===== config.mk =====
export PLATFORM = sky130hd
export DESIGN_NAME = residue_top
export DESIGN_NICKNAME = d
export VERILOG_FILES = /design/src/logic/residue_pkg.sv /design/src/logic/chunk_stream_if.sv /design/src/logic/fold_sequencer.sv /design/src/logic/mersenne_fold.sv /design/src/logic/fermat_fold.sv /design/src/logic/residue_select.sv /design/src/logic/residue_top.sv
export SDC_FILE = /design/constraint.sdc
export NUM_CORES = 1
export LEC_CHECK = 0
export ABC_CLOCK_PERIOD_IN_PS = 9100
export BUFFER_PORTS_ARGS = -buffer_cell sky130_fd_sc_hd__buf_2
export CORE_MARGIN = 8
export CORE_UTILIZATION = 50
export CTS_CLUSTER_DIAMETER = 120
export DETAILED_ROUTE_END_ITERATION = 6
export PLACE_DENSITY = 0.73
export SLEW_MARGIN = 20
export SYNTH_ARGS = -nofsm -noshare
export SYNTH_HDL_FRONTEND = slang
export SYNTH_SLANG_ARGS = --single-unit

===== constraint.sdc =====
create_clock -name clk_i -period 9.1 [get_ports clk_i]
set_input_delay 1.82 -clock clk_i [delete_from_list [all_inputs] [get_ports clk_i]]
set_output_delay 1.82 -clock clk_i [all_outputs]
set_load 0.02 [all_outputs]

===== src/logic/residue_pkg.sv =====
package residue_pkg;

  // Operand width
  localparam int unsigned XW = 64;

  // Modulus and residue width, a residue is always below m
  localparam int unsigned MW = 32;

  // Width of the bit-length input
  localparam int unsigned BLW = 6;

  // Accepted bit-length range of the modulus
  localparam int unsigned BL_MIN = 3;
  localparam int unsigned BL_MAX = 32;

  // Form of the modulus as seen by the sequencer
  //   Mersenne  m = 2^k - 1, k = bl
  //   Fermat    m = 2^k + 1, k = bl - 1
  typedef enum logic [1:0] {
    FOLD_MERSENNE = 2'd0,
    FOLD_FERMAT   = 2'd1,
    FOLD_NONE     = 2'd2   // Unsupported modulus, no reduction
  } fold_kind_e;

endpackage


===== src/logic/chunk_stream_if.sv =====
`timescale 1ns/1ns

interface chunk_stream_if import residue_pkg::*; ();

  logic          beat;      // One valid chunk this cycle
  logic [MW-1:0] chunk;     // Zero-extended k-bit slice of the operand
  logic          first;     // First beat of a request
  logic          last;      // Final beat of a request
  fold_kind_e    kind;      // Stable from first beat until next request
  logic [MW-1:0] modulus;   // Latched modulus

  modport src (
    output beat, chunk, first, last, kind, modulus
  );

  modport fold (
    input beat, chunk, first, last, kind, modulus
  );

  // Residue stage only needs the request context
  modport sink (
    input kind, modulus
  );

endinterface


===== src/logic/fold_sequencer.sv =====
`timescale 1ns/1ns

module fold_sequencer import residue_pkg::*; (
  input  logic            clk_i,
  input  logic            rst_ni,
  input  logic            start_i,
  input  logic [XW-1:0]   x_i,
  input  logic [MW-1:0]   m_i,
  input  logic [BLW-1:0]  m_bl_i,
  output logic            busy_o,
  chunk_stream_if.src     stream_o
);

  typedef enum logic [1:0] {
    IDLE,
    STREAM,
    DRAIN
  } state_e;

  state_e         state_q;
  state_e         state_d;
  logic           accept;
  logic           first_q;

  // Classification of the incoming modulus
  logic           bl_ok;
  logic [MW:0]    bl_pow;      // 2^bl in one extra bit so bl = 32 fits
  logic [MW-1:0]  ones_bl;     // 2^bl - 1
  logic [MW-1:0]  fermat_bl;   // 2^(bl-1) + 1
  fold_kind_e     kind_d;
  logic [BLW-1:0] k_d;
  logic [MW-1:0]  mask_d;

  // Latched request
  logic [XW-1:0]  x_q;
  logic [MW-1:0]  mod_q;
  fold_kind_e     kind_q;
  logic [BLW-1:0] k_q;
  logic [MW-1:0]  mask_q;
  logic [XW-1:0]  x_rest;
  logic           last_beat;

  assign accept = start_i && (state_q == IDLE);

  assign bl_ok     = (m_bl_i >= BLW'(BL_MIN)) && (m_bl_i <= BLW'(BL_MAX));
  assign bl_pow    = (MW+1)'(1) << m_bl_i;
  assign ones_bl   = MW'(bl_pow - 1'b1);
  assign fermat_bl = MW'(bl_pow >> 1) | MW'(1);

  always_comb begin
    kind_d = FOLD_NONE;
    k_d    = m_bl_i;
    mask_d = '0;
    if (bl_ok && (m_i == ones_bl)) begin
      kind_d = FOLD_MERSENNE;
      mask_d = ones_bl;               // k = bl
    end else if (bl_ok && (m_i == fermat_bl)) begin
      kind_d = FOLD_FERMAT;
      k_d    = m_bl_i - 1'b1;         // k = bl - 1
      mask_d = MW'((bl_pow >> 1) - 1'b1);
    end
  end

  assign x_rest = x_q >> k_q;

  // Unsupported requests stop after a single beat
  assign last_beat = (x_rest == '0) || (kind_q == FOLD_NONE);

  always_comb begin
    state_d = state_q;
    case (state_q)
      IDLE:    if (start_i) state_d = STREAM;
      STREAM:  if (last_beat) state_d = DRAIN;
      DRAIN:   state_d = IDLE;        // Folders report done here
      default: state_d = IDLE;
    endcase
  end

  always_ff @(posedge clk_i) begin
    if (!rst_ni) begin
      state_q <= IDLE;
      first_q <= 1'b0;
    end else begin
      state_q <= state_d;
      if (accept) begin
        first_q <= 1'b1;
      end else if (stream_o.beat) begin
        first_q <= 1'b0;
      end
    end
  end

  always_ff @(posedge clk_i) begin
    if (accept) begin
      x_q    <= x_i;
      mod_q  <= m_i;
      kind_q <= kind_d;
      k_q    <= k_d;
      mask_q <= mask_d;
    end else if (stream_o.beat) begin
      x_q    <= x_rest;               // Drop the chunk just sent
    end
  end

  assign stream_o.beat    = (state_q == STREAM);
  assign stream_o.chunk   = x_q[MW-1:0] & mask_q;
  assign stream_o.first   = first_q;
  assign stream_o.last    = stream_o.beat && last_beat;
  assign stream_o.kind    = kind_q;
  assign stream_o.modulus = mod_q;

  assign busy_o = (state_q != IDLE);

  // Accepted start opens its run with first on the next cycle
  a_first_after_start: assert property (@(posedge clk_i) disable iff (!rst_ni)
    accept |=> stream_o.beat && stream_o.first);

  // No gap and no second first inside a run
  a_first_once: assert property (@(posedge clk_i) disable iff (!rst_ni)
    stream_o.beat && !stream_o.last |=> stream_o.beat && !stream_o.first);

  // Run ends on its single last beat
  a_last_once: assert property (@(posedge clk_i) disable iff (!rst_ni)
    stream_o.beat && stream_o.last |=> !stream_o.beat);

endmodule


===== src/logic/mersenne_fold.sv =====
`timescale 1ns/1ns

module mersenne_fold import residue_pkg::*; (
  input  logic          clk_i,
  input  logic          rst_ni,
  chunk_stream_if.fold  stream_i,
  output logic [MW-1:0] residue_o,
  output logic          done_o
);

  logic [MW-1:0] acc_q;
  logic [MW-1:0] acc_d;
  logic [MW-1:0] base;
  logic [MW:0]   sum;
  logic          carry;
  logic          done_q;

  // First beat starts from zero, so the chunk is simply loaded
  assign base = stream_i.first ? '0 : acc_q;
  assign sum  = {1'b0, base} + {1'b0, stream_i.chunk};

  // Anything above the k-bit mask is the carry out of bit k
  assign carry = |(sum & ~{1'b0, stream_i.modulus});

  // End-around carry, 2^k is 1 mod m
  assign acc_d = (sum[MW-1:0] & stream_i.modulus) + MW'(carry);

  always_ff @(posedge clk_i) begin
    if (stream_i.beat) begin
      acc_q <= acc_d;
    end
  end

  always_ff @(posedge clk_i) begin
    if (!rst_ni) begin
      done_q <= 1'b0;
    end else begin
      done_q <= stream_i.beat && stream_i.last;
    end
  end

  assign residue_o = acc_q;   // All ones stands for zero
  assign done_o    = done_q;

  a_acc_in_range: assert property (@(posedge clk_i) disable iff (!rst_ni)
    stream_i.beat && stream_i.kind == FOLD_MERSENNE |=> acc_q <= stream_i.modulus);

endmodule


===== src/logic/fermat_fold.sv =====
`timescale 1ns/1ns

module fermat_fold import residue_pkg::*; (
  input  logic          clk_i,
  input  logic          rst_ni,
  chunk_stream_if.fold  stream_i,
  output logic [MW-1:0] residue_o,
  output logic          done_o
);

  logic [MW-1:0] acc_q;
  logic [MW-1:0] base;
  logic          sub_q;      // Next beat has odd index
  logic          sub_now;
  logic [MW:0]   m_ext;
  logic [MW:0]   sum;
  logic [MW:0]   diff;
  logic [MW:0]   step;
  logic          done_q;

  // 2^k is -1 mod m, so odd chunks are subtracted
  assign sub_now = !stream_i.first && sub_q;
  assign base    = stream_i.first ? '0 : acc_q;
  assign m_ext   = {1'b0, stream_i.modulus};

  assign sum  = {1'b0, base} + {1'b0, stream_i.chunk};
  assign diff = {1'b0, base} - {1'b0, stream_i.chunk};

  // One correction by m is enough since each chunk is below m
  always_comb begin
    if (sub_now) begin
      step = diff[MW] ? diff + m_ext : diff;   // Borrow means negative
    end else begin
      step = (sum >= m_ext) ? sum - m_ext : sum;
    end
  end

  always_ff @(posedge clk_i) begin
    if (stream_i.beat) begin
      acc_q <= step[MW-1:0];
    end
  end

  always_ff @(posedge clk_i) begin
    if (!rst_ni) begin
      sub_q  <= 1'b0;
      done_q <= 1'b0;
    end else begin
      if (stream_i.beat) begin
        sub_q <= !sub_now;
      end
      done_q <= stream_i.beat && stream_i.last;
    end
  end

  assign residue_o = acc_q;
  assign done_o    = done_q;

  a_residue_below_m: assert property (@(posedge clk_i) disable iff (!rst_ni)
    stream_i.beat && stream_i.kind == FOLD_FERMAT |=> residue_o < stream_i.modulus);

endmodule


===== src/logic/residue_select.sv =====
`timescale 1ns/1ns

module residue_select import residue_pkg::*; (
  input  logic          clk_i,
  input  logic          rst_ni,
  chunk_stream_if.sink  stream_i,
  input  logic [MW-1:0] mers_residue_i,
  input  logic [MW-1:0] ferm_residue_i,
  input  logic          done_i,
  output logic [MW-1:0] result_o,
  output logic          valid_o,
  output logic          error_o
);

  logic [MW-1:0] result_d;
  logic          error_d;
  logic [MW-1:0] result_q;
  logic          valid_q;
  logic          error_q;

  always_comb begin
    result_d = '0;
    error_d  = 1'b0;
    case (stream_i.kind)
      FOLD_MERSENNE: begin
        // All ones is the second encoding of zero
        if (mers_residue_i == stream_i.modulus) begin
          result_d = '0;
        end else begin
          result_d = mers_residue_i;
        end
      end
      FOLD_FERMAT: begin
        result_d = ferm_residue_i;   // Already within 0 to m-1
      end
      default: begin
        error_d = 1'b1;              // Neither form, no reduction
      end
    endcase
  end

  always_ff @(posedge clk_i) begin
    if (!rst_ni) begin
      result_q <= '0;
      valid_q  <= 1'b0;
      error_q  <= 1'b0;
    end else begin
      valid_q <= done_i;
      error_q <= done_i && error_d;
      if (done_i) begin
        result_q <= result_d;        // Held until the next request
      end
    end
  end

  assign result_o = result_q;
  assign valid_o  = valid_q;
  assign error_o  = error_q;

  a_result_below_m: assert property (@(posedge clk_i) disable iff (!rst_ni)
    valid_o && !error_o |-> result_o < stream_i.modulus);

endmodule


===== src/logic/residue_top.sv =====
`timescale 1ns/1ns

module residue_top import residue_pkg::*; (
  input  logic           clk_i,
  input  logic           rst_ni,
  input  logic           start_i,
  input  logic [XW-1:0]  x_i,
  input  logic [MW-1:0]  m_i,
  input  logic [BLW-1:0] m_bl_i,
  output logic [MW-1:0]  result_o,
  output logic           valid_o,
  output logic           error_o,
  output logic           busy_o
);

  chunk_stream_if stream_if ();

  logic [MW-1:0] mers_residue;
  logic [MW-1:0] ferm_residue;
  logic          mers_done;

  fold_sequencer u_sequencer (
    .clk_i    (clk_i),
    .rst_ni   (rst_ni),
    .start_i  (start_i),
    .x_i      (x_i),
    .m_i      (m_i),
    .m_bl_i   (m_bl_i),
    .busy_o   (busy_o),
    .stream_o (stream_if)
  );

  mersenne_fold u_mersenne (
    .clk_i     (clk_i),
    .rst_ni    (rst_ni),
    .stream_i  (stream_if),
    .residue_o (mers_residue),
    .done_o    (mers_done)
  );

  // Finishes in the same cycle as the Mersenne folder
  fermat_fold u_fermat (
    .clk_i     (clk_i),
    .rst_ni    (rst_ni),
    .stream_i  (stream_if),
    .residue_o (ferm_residue),
    .done_o    ()
  );

  residue_select u_select (
    .clk_i          (clk_i),
    .rst_ni         (rst_ni),
    .stream_i       (stream_if),
    .mers_residue_i (mers_residue),
    .ferm_residue_i (ferm_residue),
    .done_i         (mers_done),
    .result_o       (result_o),
    .valid_o        (valid_o),
    .error_o        (error_o)
  );

endmodule


==> reports/results.ini <==
[drt]
wl_um = 110000
routedWlPerCell_um = 27.3
vias = 27316
dr.pass1.iters = 6
viasPerCell = 6.76
antenna_left = 0
drtIter0Drc = 4293
drc = 0

[outcome]
outcome = finished, final reports clean

[clocking]
cts_buffer_depth = 3
numClockSinks = 239
hold_buffers = 0
post-cts-setup-buffer-count = 0
cts_tree = yes
clk_pin_slew_ns = 0.06
cts-buffers-inserted = 31
cts-htree-levels = 1
insertion_delay_ns = 0.60
clock-root-buffer = clkbuf_16
ctsResizeCount = 0

[pwr]
power_density_nw_per_um2 = 231
p_leak_nw = 12.1
power_mw = 6.92
ir_drop_uv = 126

[timing]
rsz0062_at_grt = no
timing.fmax_ghz = 0.135
drv_slew = 0
hold_viol_final = 0
fin_crit_sh_pct = 81.1
hold_slack_ns = 0.474
max-slew-margin-rel_pct = 20.9
finalSetupTns_ns = 0
clock_skew_ns = 0.0296
finalSetupViolCount = 0
period_needed_ns = 7.38
tightest_slew_ns = 1.15
setup_ws_ns = 1.72

[setup_path]
critical_path_class = register to register
crit_fanout = 31
setup.worst_path.start_class = register
crit_path_end_kind = register
required_ns = 9.43
worstPathArrival_ns = 7.71

[cells_and_area]
drive_gt1_share_pct = 12.6
nets = 3541
area.growth.synth_to_final_pct = 7.94
multiInputGateArea_um2 = 19700
post-route-util_pct = 54.6
layout_common_cells = 316 x nand2_1, 256 x nor2_1, 237 x a21oi_1
regArea_um2 = 6790
mostFrequentLayoutCell = nand2_1
fill_cells = 5203

[logic_synthesis]
synth_flop_cell = edfxtp_1
yosysWarnings = 0
avgSynthCellArea_um2 = 8.56
syn_inst = 3246
yosysSeqAreaShare_pct = 24.4
async_reset_ff_share_pct = 0
syn_area_um2 = 27800
synth_cell_types = 100
synth-seq-cells = 239
syn-num-nets = 3520
synth-edff-count = 200

[placed_design]
port_buffers = 139
gp_congestion = 1.06
dp_hpwl_um = 86800
place_ws_ns = 1.92

[global_route]
busiest_layer = met2
antenna_found_initial = 4
grt_pass1_vias = 25146
grt_max_degree = 86
grt_pass1_wl_um = 162000
grt_usage_pct = 33.1
met1_usage_pct = 47.6
gr-total-overflow = 0
globalRouteMet3Util_pct = 6.29
use_met2_pct = 49.4

[floorplanning]
start_util_pct = 50.6
core_um2 = 55000
die_h_um = 252
die_area_um2 = 63400
io_pins = 140
dieWidth_um = 252
rows = 86

[min_path]
hold_class = register to register

[flow_run]
drv_cap = 0

-- per-layer routing --
metal	vias up	wire, um
li1	12102	-
met1	13142	45900
met2	1824	47000
met3	242	13100
met4	6	4060
met5	-	57
-- power breakdown --
part	switching, mW	internal (mW)
clock	0.526	0.734
combinational	2.48	1.62
sequential	0.174	1.38
total	3.18	3.74
-- worst max-delay path, stage by stage, from the launching register on --
cell and delay, ns:
dfxtp_2 0.56, buf_4 0.37, nand2b_1 0.17, inv_1 0.05
ha_1 0.21, ha_1 0.20, nor2_1 0.19, maj3_1 0.24
o21ai_1 0.11, a311oi_1 0.71, a211oi_1 0.32, a211oi_1 0.53
o41ai_1 0.15, xnor2_1 0.23, ha_1 0.33, a21o_1 0.21
a21o_1 0.17, a21o_1 0.18, a21o_1 0.17, a21o_1 0.18
nand2_1 0.06, o211a_1 0.26, a21boi_4 0.73, buf_4 0.37
nor2_1 0.07, a211oi_1 0.24, a21oi_1 0.07
-- cell families (layout without fill, tap and decap cells) --
group,count (synthesis),after routing,share of synthesized area [%]
compound gates,877,877,20.7
xor+xnor,296,296,9.81
fa+ha+maj,172,172,7.80
buf+inv,335,377,4.84
flops,239,239,24.4
mux,220,220,12.5
other cells,0,2,0
simple gates,1107,1107,20.0
-- through the flow --
stage | cell area, um2 | std cells
finish | 30000 | 4038
global route | 30000 | 4036
CTS | 30000 | 4036
detailed placement | 29000 | 3982
global placement | 29000 | 3982
floorplan | 27800 | 3246
-- final timing paths --
check | startpoint | to | slack, ns | depth (start not counted)
max | u_sequencer.stream_o.first | u_fermat.residue_o[8] | 1.72 | 26
min | u_select.result_o[26] | u_select.result_o[26] | 0.47 | 1
max reg2reg | u_sequencer.stream_o.first | u_fermat.residue_o[8] | 1.72 | 26
min reg2reg | u_select.result_o[26] | u_select.result_o[26] | 0.47 | 1
-- flip-flops by register name, indices dropped and copies added (netlist names), 2 cells and up --
register,cells
u_sequencer.k_q,6
u_sequencer.stream_o.kind,2
u_sequencer.mask_q,32
u_mersenne.residue_o,32
u_select.result_o,32
u_fermat.residue_o,32
u_sequencer.state_q,2
u_sequencer.x_q,64
u_sequencer.stream_o.modulus,32
-- synthesized netlist by cell type, types with 39 or more instances --
cell type / n / share of area, %
xor2_1: 90 / 2.8
mux4_2: 98 / 7.9
a211oi_1: 52 / 1.4
nor3_1: 57 / 1.0
clkbuf_1: 124 / 1.7
mux2i_1: 91 / 3.3
nand4_1: 50 / 1.1
o22ai_1: 39 / 0.88
a22oi_1: 39 / 1.1
xnor2_1: 196 / 6.2
a21oi_1: 237 / 4.3
nor2_1: 256 / 3.5
nand2b_1: 53 / 1.2
edfxtp_1: 200 / 22
dfxtp_1: 39 / 2.8
inv_1: 139 / 1.9
nand3_1: 73 / 1.3
nor2b_1: 92 / 2.1
o21ai_0: 171 / 3.1
ha_1: 166 / 7.5
nand2_1: 316 / 4.3
a21o_1: 67 / 1.8
-- final cells by class --
type / count / share of cell area (%)
repair buffers: 179 / 3.32
well taps: 748 / 3.12
inverters: 144 / 1.82
clock inverters: 19 / 0.713
multi-input cells: 2672 / 65.7
diodes: 2 / 0.0167
flip-flops and latches: 239 / 22.6
clock buffers: 35 / 2.64
(Power assumes the default switching activity.)
